===== src/hdl/cache_ctrl_pkg.sv =====
/* controller state and RAM request encodings shared by the cache
   controller, the top level and the testbench RAM model */
package cache_ctrl_pkg;

    // lookup, optional write-back of a dirty victim, then refill
    typedef enum logic [2:0] {
        ST_IDLE,
        ST_LOOKUP,
        ST_EVICT,
        ST_FILL_REQ,
        ST_FILL_WAIT
    } ctrl_state_e;

    // kind of RAM transfer; only reads get a response
    typedef enum logic {
        RAM_READ,
        RAM_WRITE
    } ram_op_e;

endpackage


===== src/hdl/cache_geom_pkg.sv =====
/* geometry of the data cache with address split, field widths and their types
   imported by every block that touches addresses, words or line fields */
package cache_geom_pkg;

    // byte-addressed 32-bit CPU port
    localparam int ADDR_W   = 32;
    localparam int DATA_W   = 32;
    localparam int SEL_W    = DATA_W / 8;
    localparam int OFFSET_W = 2;

    // four sets, two ways, one word per line
    localparam int NUM_SETS = 4;
    localparam int INDEX_W  = 2;
    localparam int NUM_WAYS = 2;

    // tag is everything above index and byte offset
    localparam int TAG_W    = ADDR_W - INDEX_W - OFFSET_W;

    typedef logic [ADDR_W-1:0]  addr_t;
    typedef logic [DATA_W-1:0]  word_t;
    typedef logic [SEL_W-1:0]   sel_t;
    typedef logic [INDEX_W-1:0] index_t;
    typedef logic [TAG_W-1:0]   tag_t;

    // names way 0 or way 1
    typedef logic way_t;

endpackage


===== src/hdl/cache_ctrl.sv =====
/* request register and FSM of the blocking cache that looks up, writes back a
   dirty victim over the RAM port, then refills and looks up again to hit */
module cache_ctrl (
    input  logic                    clk,
    input  logic                    rst_i,
    input  logic                    req_valid_i,
    output logic                    req_ready_o,
    input  logic                    req_we_i,
    input  cache_geom_pkg::sel_t    req_sel_i,
    input  cache_geom_pkg::addr_t   req_addr_i,
    input  cache_geom_pkg::word_t   req_wdata_i,
    output logic                    resp_valid_o,
    output cache_geom_pkg::word_t   resp_rdata_o,
    output logic                    ram_req_valid_o,
    input  logic                    ram_req_ready_i,
    output cache_ctrl_pkg::ram_op_e ram_op_o,
    output cache_geom_pkg::addr_t   ram_addr_o,
    output cache_geom_pkg::word_t   ram_wdata_o,
    input  logic                    ram_resp_valid_i,
    input  cache_geom_pkg::word_t   ram_rdata_i,
    output cache_geom_pkg::index_t  index_o,
    output cache_geom_pkg::tag_t    tag_o,
    output logic                    wr_en_o,
    output cache_geom_pkg::sel_t    wr_sel_o,
    output cache_geom_pkg::word_t   wr_data_o,
    output logic                    fill_en_o,
    output cache_geom_pkg::word_t   fill_data_o,
    output cache_geom_pkg::way_t    fill_way_o,
    input  logic                    hit_i,
    input  cache_geom_pkg::way_t    hit_way_i,
    input  cache_geom_pkg::word_t   hit_data_i,
    input  logic                    victim_dirty_i,
    input  cache_geom_pkg::tag_t    victim_tag_i,
    input  cache_geom_pkg::word_t   victim_data_i,
    output logic                    touch_o,
    output cache_geom_pkg::way_t    touch_way_o,
    input  cache_geom_pkg::way_t    victim_way_i
);

    import cache_geom_pkg::*;
    import cache_ctrl_pkg::*;

    ctrl_state_e state_q;
    ctrl_state_e state_d;

    logic   req_we_q;
    sel_t   req_sel_q;
    word_t  req_wdata_q;
    index_t req_index_q;
    tag_t   req_tag_q;
    logic   resp_valid_q;
    word_t  resp_rdata_q;
    logic   lookup_hit;

    assign req_ready_o = (state_q == ST_IDLE);
    assign lookup_hit  = (state_q == ST_LOOKUP) && hit_i;

    always_comb begin
        state_d = state_q;
        case (state_q)
            ST_IDLE: begin
                if (req_valid_i) begin
                    state_d = ST_LOOKUP;
                end
            end
            ST_LOOKUP: begin
                if (hit_i) begin
                    state_d = ST_IDLE;
                end else if (victim_dirty_i) begin
                    state_d = ST_EVICT;
                end else begin
                    state_d = ST_FILL_REQ;
                end
            end
            ST_EVICT: begin
                if (ram_req_ready_i) begin
                    state_d = ST_FILL_REQ;
                end
            end
            ST_FILL_REQ: begin
                if (ram_req_ready_i) begin
                    state_d = ST_FILL_WAIT;
                end
            end
            ST_FILL_WAIT: begin
                // refilled line is looked up again and hits
                if (ram_resp_valid_i) begin
                    state_d = ST_LOOKUP;
                end
            end
            default: begin
                state_d = ST_IDLE;
            end
        endcase
    end

    always_ff @(posedge clk) begin
        if (rst_i) begin
            state_q      <= ST_IDLE;
            resp_valid_q <= 1'b0;
        end else begin
            state_q      <= state_d;
            resp_valid_q <= lookup_hit;
        end
    end

    always_ff @(posedge clk) begin
        if (req_valid_i && req_ready_o) begin
            req_we_q    <= req_we_i;
            req_sel_q   <= req_sel_i;
            req_wdata_q <= req_wdata_i;
            req_index_q <= req_addr_i[OFFSET_W +: INDEX_W];
            req_tag_q   <= req_addr_i[ADDR_W-1 -: TAG_W];
        end
        if (lookup_hit) begin
            resp_rdata_q <= hit_data_i;
        end
    end

    assign resp_valid_o = resp_valid_q;
    assign resp_rdata_o = resp_rdata_q;

    // line access for the registered request
    assign index_o     = req_index_q;
    assign tag_o       = req_tag_q;
    assign wr_en_o     = lookup_hit && req_we_q;
    assign wr_sel_o    = req_sel_q;
    assign wr_data_o   = req_wdata_q;
    assign touch_o     = lookup_hit;
    assign touch_way_o = hit_way_i;

    // nothing touches the set before the fill so the victim way holds still
    assign fill_en_o   = (state_q == ST_FILL_WAIT) && ram_resp_valid_i;
    assign fill_data_o = ram_rdata_i;
    assign fill_way_o  = victim_way_i;

    assign ram_req_valid_o = (state_q == ST_EVICT) || (state_q == ST_FILL_REQ);
    assign ram_op_o        = (state_q == ST_EVICT) ? RAM_WRITE : RAM_READ;
    assign ram_addr_o      = (state_q == ST_EVICT) ?
                             {victim_tag_i, req_index_q, {OFFSET_W{1'b0}}} :
                             {req_tag_q, req_index_q, {OFFSET_W{1'b0}}};
    assign ram_wdata_o     = victim_data_i;

endmodule


===== src/hdl/cache_lru.sv =====
/* one replacement bit per set, naming the way to evict next
   a touch points the bit at the other way */
module cache_lru (
    input  logic                   clk,
    input  logic                   rst_i,
    input  cache_geom_pkg::index_t index_i,
    input  logic                   touch_i,
    input  cache_geom_pkg::way_t   touch_way_i,
    output cache_geom_pkg::way_t   victim_way_o
);

    import cache_geom_pkg::*;

    way_t lru_q [NUM_SETS];

    assign victim_way_o = lru_q[index_i];

    // all sets start out pointing at way 0
    always_ff @(posedge clk) begin
        if (rst_i) begin
            lru_q <= '{default: 1'b0};
        end else if (touch_i) begin
            lru_q[index_i] <= ~touch_way_i;
        end
    end

endmodule


===== src/hdl/cache_top.sv =====
/* two-way write-back data cache between a CPU data port and a slower RAM
   CPU and RAM requests use valid/ready and the CPU response is a one-cycle pulse */
module cache_top (
    input  logic                    clk,
    input  logic                    rst_i,
    input  logic                    req_valid_i,
    output logic                    req_ready_o,
    input  logic                    req_we_i,
    input  cache_geom_pkg::sel_t    req_sel_i,
    input  cache_geom_pkg::addr_t   req_addr_i,
    input  cache_geom_pkg::word_t   req_wdata_i,
    output logic                    resp_valid_o,
    output cache_geom_pkg::word_t   resp_rdata_o,
    output logic                    ram_req_valid_o,
    input  logic                    ram_req_ready_i,
    output cache_ctrl_pkg::ram_op_e ram_op_o,
    output cache_geom_pkg::addr_t   ram_addr_o,
    output cache_geom_pkg::word_t   ram_wdata_o,
    input  logic                    ram_resp_valid_i,
    input  cache_geom_pkg::word_t   ram_rdata_i
);

    import cache_geom_pkg::*;

    index_t index;
    tag_t   tag;
    logic   wr_en;
    sel_t   wr_sel;
    word_t  wr_data;
    logic   fill_en;
    word_t  fill_data;
    way_t   fill_way;
    logic   hit;
    way_t   hit_way;
    word_t  hit_data;
    logic   victim_dirty;
    tag_t   victim_tag;
    word_t  victim_data;
    logic   touch;
    way_t   touch_way;
    way_t   victim_way;

    cache_ctrl u_ctrl (
        .clk              (clk),
        .rst_i            (rst_i),
        .req_valid_i      (req_valid_i),
        .req_ready_o      (req_ready_o),
        .req_we_i         (req_we_i),
        .req_sel_i        (req_sel_i),
        .req_addr_i       (req_addr_i),
        .req_wdata_i      (req_wdata_i),
        .resp_valid_o     (resp_valid_o),
        .resp_rdata_o     (resp_rdata_o),
        .ram_req_valid_o  (ram_req_valid_o),
        .ram_req_ready_i  (ram_req_ready_i),
        .ram_op_o         (ram_op_o),
        .ram_addr_o       (ram_addr_o),
        .ram_wdata_o      (ram_wdata_o),
        .ram_resp_valid_i (ram_resp_valid_i),
        .ram_rdata_i      (ram_rdata_i),
        .index_o          (index),
        .tag_o            (tag),
        .wr_en_o          (wr_en),
        .wr_sel_o         (wr_sel),
        .wr_data_o        (wr_data),
        .fill_en_o        (fill_en),
        .fill_data_o      (fill_data),
        .fill_way_o       (fill_way),
        .hit_i            (hit),
        .hit_way_i        (hit_way),
        .hit_data_i       (hit_data),
        .victim_dirty_i   (victim_dirty),
        .victim_tag_i     (victim_tag),
        .victim_data_i    (victim_data),
        .touch_o          (touch),
        .touch_way_o      (touch_way),
        .victim_way_i     (victim_way)
    );

    // write hits go to the way that matched
    cache_ways u_ways (
        .clk            (clk),
        .rst_i          (rst_i),
        .index_i        (index),
        .tag_i          (tag),
        .victim_way_i   (victim_way),
        .wr_en_i        (wr_en),
        .wr_way_i       (hit_way),
        .wr_sel_i       (wr_sel),
        .wr_data_i      (wr_data),
        .fill_en_i      (fill_en),
        .fill_way_i     (fill_way),
        .fill_data_i    (fill_data),
        .hit_o          (hit),
        .hit_way_o      (hit_way),
        .hit_data_o     (hit_data),
        .victim_dirty_o (victim_dirty),
        .victim_tag_o   (victim_tag),
        .victim_data_o  (victim_data)
    );

    cache_lru u_lru (
        .clk          (clk),
        .rst_i        (rst_i),
        .index_i      (index),
        .touch_i      (touch),
        .touch_way_i  (touch_way),
        .victim_way_o (victim_way)
    );

endmodule


===== src/hdl/cache_ways.sv =====
/* line storage with valid, dirty, tag and data for both ways of every set
   combinational hit and victim lookup, byte-merge write and refill on the clock */
module cache_ways (
    input  logic                   clk,
    input  logic                   rst_i,
    input  cache_geom_pkg::index_t index_i,
    input  cache_geom_pkg::tag_t   tag_i,
    input  cache_geom_pkg::way_t   victim_way_i,
    input  logic                   wr_en_i,
    input  cache_geom_pkg::way_t   wr_way_i,
    input  cache_geom_pkg::sel_t   wr_sel_i,
    input  cache_geom_pkg::word_t  wr_data_i,
    input  logic                   fill_en_i,
    input  cache_geom_pkg::way_t   fill_way_i,
    input  cache_geom_pkg::word_t  fill_data_i,
    output logic                   hit_o,
    output cache_geom_pkg::way_t   hit_way_o,
    output cache_geom_pkg::word_t  hit_data_o,
    output logic                   victim_dirty_o,
    output cache_geom_pkg::tag_t   victim_tag_o,
    output cache_geom_pkg::word_t  victim_data_o
);

    import cache_geom_pkg::*;

    logic [NUM_WAYS-1:0] valid_q [NUM_SETS];
    logic [NUM_WAYS-1:0] dirty_q [NUM_SETS];
    tag_t                tag_q   [NUM_SETS][NUM_WAYS];
    word_t               data_q  [NUM_SETS][NUM_WAYS];

    word_t cur_word;
    word_t merged_word;

    // tag compare across both ways of the addressed set
    always_comb begin
        hit_o      = 1'b0;
        hit_way_o  = 1'b0;
        hit_data_o = '0;
        for (int w = 0; w < NUM_WAYS; w++) begin
            if (valid_q[index_i][w] && (tag_q[index_i][w] == tag_i)) begin
                hit_o      = 1'b1;
                hit_way_o  = way_t'(w);
                hit_data_o = data_q[index_i][w];
            end
        end
    end

    // a clean or empty victim needs no write-back
    assign victim_dirty_o = valid_q[index_i][victim_way_i] && dirty_q[index_i][victim_way_i];
    assign victim_tag_o   = tag_q[index_i][victim_way_i];
    assign victim_data_o  = data_q[index_i][victim_way_i];

    // byte lanes not selected keep the cached value
    assign cur_word = data_q[index_i][wr_way_i];

    always_comb begin
        for (int b = 0; b < SEL_W; b++) begin
            merged_word[8*b +: 8] = wr_sel_i[b] ? wr_data_i[8*b +: 8] : cur_word[8*b +: 8];
        end
    end

    always_ff @(posedge clk) begin
        if (rst_i) begin
            valid_q <= '{default: '0};
            dirty_q <= '{default: '0};
        end else if (fill_en_i) begin
            valid_q[index_i][fill_way_i] <= 1'b1;
            dirty_q[index_i][fill_way_i] <= 1'b0;
        end else if (wr_en_i) begin
            dirty_q[index_i][wr_way_i] <= 1'b1;
        end
    end

    always_ff @(posedge clk) begin
        if (fill_en_i) begin
            tag_q[index_i][fill_way_i]  <= tag_i;
            data_q[index_i][fill_way_i] <= fill_data_i;
        end else if (wr_en_i) begin
            data_q[index_i][wr_way_i] <= merged_word;
        end
    end

endmodule


===== config.mk =====
export PLATFORM = sky130hd
export DESIGN_NAME = cache_top
export DESIGN_NICKNAME = d
export VERILOG_FILES = /design/src/hdl/cache_ctrl_pkg.sv /design/src/hdl/cache_geom_pkg.sv /design/src/hdl/cache_ctrl.sv /design/src/hdl/cache_lru.sv /design/src/hdl/cache_top.sv /design/src/hdl/cache_ways.sv
export SDC_FILE = /design/constraint.sdc
export NUM_CORES = 1
export LEC_CHECK = 0
export CORE_MARGIN = 1
export CORE_UTILIZATION = 64
export DETAILED_ROUTE_END_ITERATION = 12
export DONT_BUFFER_PORTS = 1
export GPL_TIMING_DRIVEN = 0
export PLACE_DENSITY = 0.79
export SLEW_MARGIN = 20
export SYNTH_ARGS = -nofsm -noshare
export SYNTH_HDL_FRONTEND = slang
export SYNTH_SLANG_ARGS = --single-unit

===== constraint.sdc =====
create_clock -name clk -period 5.86 [get_ports clk]
set_clock_uncertainty 0.1 [all_clocks]
set_input_delay 0.586 -clock clk [delete_from_list [all_inputs] [get_ports clk]]
set_output_delay 0.586 -clock clk [all_outputs]
set_load 0.005 [all_outputs]

==> impl_metrics.prom <==
# TYPE chip_impl_metric gauge
chip_impl_metric{name="syn_inst",unit=""} 1543
chip_impl_metric{name="grt_overflow_total",unit=""} 0
chip_impl_metric{name="final_period_minus_worst_setup_slack",unit="ns"} 5.79
chip_impl_info{name="setup.worst_path.start_class",value="flip-flop"} 1
chip_impl_metric{name="final-hold-violation-count",unit=""} 0
chip_impl_metric{name="core_area",unit="mm2"} 0.0397
chip_impl_metric{name="antenna_violations_before_repair",unit=""} 1
chip_impl_metric{name="grt_max_degree",unit=""} 38
chip_impl_metric{name="final_non_filler_cells",unit=""} 2276
chip_impl_metric{name="clock-sinks",unit=""} 605
chip_impl_metric{name="rows",unit=""} 73
chip_impl_metric{name="worst-r2r-cell-count",unit=""} 14
chip_impl_metric{name="detailed_place.area",unit="mm2"} 0.0271
chip_impl_info{name="synth_top_family_by_area",value="multiplexers"} 1
chip_impl_metric{name="power.density_cell_area",unit="mW/mm2"} 332
chip_impl_metric{name="maxSlewViolCount",unit=""} 0
chip_impl_metric{name="path_clk_slew",unit="ns"} 0.06
chip_impl_info{name="hp-start",value="rst_i"} 1
chip_impl_info{name="cts_tree",value="yes"} 1
chip_impl_info{name="ordered_list_of_cells_on_the_worst_path",value="buf_4 > buf_2 > buf_6 > buf_4 > buf_2 > mux4_2 > xnor2_1 > nand4_1 > a211oi_2 > nand4_2 > buf_2 > o21a_1 > nor2_4 > buf_12"} 1
chip_impl_info{name="cpMaxStageDelayCell",value="a211oi_2"} 1
chip_impl_metric{name="totalWireLength",unit="um"} 70000
chip_impl_metric{name="synth_simple_gate_area_frac",unit=""} 0.0458
chip_impl_metric{name="timing.max_slew.rel_slack",unit=""} 0.218
chip_impl_info{name="status",value="finished, final reports clean"} 1
chip_impl_metric{name="synth_async_sr_flop_share",unit=""} 0
chip_impl_metric{name="portBuffers",unit=""} 0
chip_impl_metric{name="cp_data_required_time",unit="ns"} 6.06
chip_impl_metric{name="cell_count_after_placement",unit=""} 2099
chip_impl_metric{name="postSynthAreaPerCell",unit="um2"} 16.7
chip_impl_metric{name="synth_area",unit="mm2"} 0.0258
chip_impl_metric{name="grt_pass1_wl",unit="um"} 102000
chip_impl_metric{name="synth-adder-area-share",unit=""} 0
chip_impl_info{name="critical_path.top_delay_family",value="buffers and inverters"} 1
chip_impl_metric{name="synthDistinctLibCells",unit=""} 62
chip_impl_metric{name="yosys_register_bits",unit=""} 605
chip_impl_metric{name="grt_usage",unit=""} 0.344
chip_impl_metric{name="antenna_cells",unit=""} 0
chip_impl_metric{name="ioPinCount",unit=""} 206
chip_impl_metric{name="globalplace.congestion",unit=""} 0.951
chip_impl_metric{name="routed_wire_length_per_instance",unit="um"} 30.8
chip_impl_metric{name="clock_insertion_delay_worst_skew",unit="ns"} 0.63
chip_impl_metric{name="final_net_count",unit=""} 1810
chip_impl_metric{name="setup_viol_count_final",unit=""} 0
chip_impl_info{name="critPathKind",value="flip-flop to flip-flop"} 1
chip_impl_metric{name="max_stage_delay",unit="ns"} 0.69
chip_impl_info{name="most_area_hungry_cell_type_in_the_yosys_netlist",value="edfxtp_1"} 1
chip_impl_metric{name="regToRegSetupSlack",unit="ns"} 0.07
chip_impl_info{name="synthFlopType",value="edfxtp_1"} 1
chip_impl_metric{name="synth_seq_area_share",unit=""} 0.693
chip_impl_metric{name="whs_path_depth",unit=""} 2
chip_impl_metric{name="num_vias",unit=""} 16100
chip_impl_metric{name="drt-vias-per-instance",unit=""} 7.06
chip_impl_metric{name="max_cap_viol_count",unit=""} 0
chip_impl_metric{name="floorplan_die_area",unit="mm2"} 0.0412
chip_impl_metric{name="die_height",unit="um"} 203
chip_impl_metric{name="drt_first_pass_iters",unit=""} 6
chip_impl_metric{name="slew_at_the_pin_with_the_worst_max_slew_slack",unit="ns"} 1.17
chip_impl_metric{name="drt_iter0_drc",unit=""} 2245
chip_impl_info{name="clock_tree.root_cell",value="clkbuf_16"} 1
chip_impl_info{name="post-synth-top-count-cell",value="edfxtp_1"} 1
chip_impl_info{name="yosys-top-cells-area",value="edfxtp_1 (67%), mux4_2 (9.3%), mux2i_1 (4.1%), dfxtp_1 (2.0%), mux2_2 (1.8%)"} 1
chip_impl_metric{name="number_of_global_route_vias_before_repair",unit=""} 16000
chip_impl_metric{name="crit_path_max_fanout",unit=""} 18
chip_impl_metric{name="max_freq",unit="MHz"} 173
chip_impl_metric{name="drc",unit=""} 0
chip_impl_metric{name="dp.final_hpwl",unit="um"} 45100
chip_impl_metric{name="p_leak",unit="nW"} 9.88
chip_impl_metric{name="die_w",unit="um"} 203
chip_impl_metric{name="timing.critical_path.arrival",unit="ns"} 5.99
chip_impl_info{name="min_to",value="u_lru.lru_q[1]$_SDFFE_PP0P_"} 1
chip_impl_metric{name="share_of_cells_above_drive_strength_1",unit=""} 0.201
chip_impl_metric{name="utilization",unit=""} 0.746
chip_impl_info{name="min_path_type",value="input port to flip-flop"} 1
chip_impl_metric{name="flow.area_growth_from_synthesis",unit="%"} 14.7
chip_impl_metric{name="worst_ir_drop_vdd",unit="mV"} 0.261
chip_impl_metric{name="ctsLongestPathBuffers",unit=""} 3
chip_impl_info{name="synth_commonest_cells",value="edfxtp_1 (579), mux4_2 (107), mux2i_1 (105), nand2_1 (80), a21oi_1 (76)"} 1
chip_impl_metric{name="floorplan.initialDensity",unit=""} 0.650
chip_impl_metric{name="synth-compound-area-share",unit=""} 0.0717
chip_impl_info{name="critical_path.endpoint_type",value="flip-flop"} 1
chip_impl_metric{name="synth.top_cell.area_share",unit=""} 0.673
chip_impl_metric{name="finalCritPeriodShare",unit=""} 0.987
chip_impl_metric{name="final_design_area_no_fill",unit="mm2"} 0.0296
chip_impl_metric{name="synth_xor_area_frac",unit=""} 0.0142
chip_impl_metric{name="synth_enable_flop_cells",unit=""} 579
chip_impl_metric{name="critical_path.n_buffers_inverters",unit=""} 7
chip_impl_metric{name="synth_warnings",unit=""} 0
chip_impl_metric{name="htree_levels",unit=""} 2
chip_impl_metric{name="final_antenna_net_count",unit=""} 0
chip_impl_metric{name="tritoncts.num_buffers",unit=""} 60
chip_impl_info{name="rsz_0062_raised_after_global_routing",value="false"} 1
chip_impl_metric{name="synthMuxAreaShare",unit=""} 0.152
chip_impl_info{name="worst_path_most_repeated_cell",value="buf_2"} 1
chip_impl_info{name="worst_r2r_endpoint",value="u_ways.data_q[1][40]$_DFFE_PP_"} 1
chip_impl_metric{name="totalNegativeSetupSlack",unit="ns"} 0
[metrics by stage]
stage | hold slack, ns | power [mW] | setup slack, ns
6_report | 0.0285 | 9.83 | 0.0746
5_1_grt | 0.00672 | 10.1 | 0.0202
4_1_cts | 0.00156 | 9.82 | 0.213
3_5_place_dp | 0.352 | 6.14 | 0.273
3_3_place_gp | 0.343 | 6.11 | -1.72
2_1_floorplan | 0.333 | 5.79 | 1.25
[sequential cells by signal, summed over array words and instances (netlist names), named ones only]
register / count
u_ways.dirty_q: 8
u_ctrl.resp_valid_o: 1
u_ctrl.tag_o: 28
u_lru.lru_q: 4
u_ctrl.index_o: 2
u_ctrl.resp_rdata_o: 32
u_ctrl.req_we_q: 1
u_ways.valid_q: 8
u_ctrl.wr_sel_o: 4
u_ctrl.state_q: 3
u_ways.tag_q: 224
u_ctrl.wr_data_o: 32
u_ways.data_q: 256
[area by class of cell]
class	instances	area, um2
inverters	23	86.3
multi-input cells	813	7450
plain buffers	103	498
flip-flops and latches	605	17900
clock inverters	29	218
fillers	2299	10100
clock buffers	80	1670
repair buffers	98	1140
well taps	525	657
[cell families after synthesis]
group | count (synthesis)
flops | 605
compound gates | 266
mux | 254
simple gates | 249
buf+inv | 126
xor+xnor | 42
other cells | 1
[cells in the final DEF (no fill, tap or decap), types with 9 or more instances in the layout]
cell           netlist  layout
nand3_1              9       9
a32o_1              31      31
dfxtp_1             26      26
buf_2               20      20
clkbuf_16            0      62
inv_1               22      21
buf_4               11      23
buf_6                6      10
dlygate4sd3_1        0      68
clkinv_1             0      16
buf_1               10      10
a31o_2              30      30
nor2_4               0       9
nand4_1             13      13
mux2_2              41      41
a21oi_1             76      75
xor2_1              14      14
edfxtp_1           579     579
mux2i_1            105     105
and2_1              10       9
o21ai_0             39      39
nand2_1             80      79
o31ai_1             30      30
nor2_1              73      64
xnor2_1             28      28
nor2b_1             37      37
o22ai_1              9       9
clkbuf_1            56      69
a211oi_1            10      10
mux4_2             107     107
[timing repair]
item	in CTS	in global routing
resized for setup	0	0
hold buffers	68	0
setup buffers	0	0
hold endpoints to repair	72	0
setup endpoints to repair	0	2
[worst max-delay path by stage]
stage,endpoint,slack [ns],depth (start not counted)
floorplan,u_ways.data_q[1][32]$_DFFE_PP_,1.25,10
global placement,u_ways.data_q[1][62]$_DFFE_PP_,-1.72,13
detailed placement,u_ways.data_q[1][42]$_DFFE_PP_,0.27,14
CTS,u_ways.data_q[1][40]$_DFFE_PP_,0.21,14
global route,u_ways.data_q[1][34]$_DFFE_PP_,0.02,14
finish,u_ways.data_q[1][40]$_DFFE_PP_,0.07,14
[metal layers]
metal	part of all wire	vias up	wire length, um	track usage
met2	0.47	1212	33100	0.537
li1	-	6501	-	-
met1	0.37	8123	25700	0.470
met3	0.12	223	8440	0.0867
met5	0.00019	-	13	0
met4	0.040	2	2790	0.137
[power breakdown]
| part | switching (mW) | leakage (nW) | internal (mW) | total [mW] |
|---|---|---|---|---|
| Sequential | 0.0961 | 5.53 | 4.82 | 4.92 |
| Combinational | 0.711 | 3.43 | 0.496 | 1.21 |
| Clock | 1.59 | 0.922 | 2.11 | 3.71 |
| Total | 2.40 | 9.88 | 7.43 | 9.83 |
(Power assumes the default switching activity.)
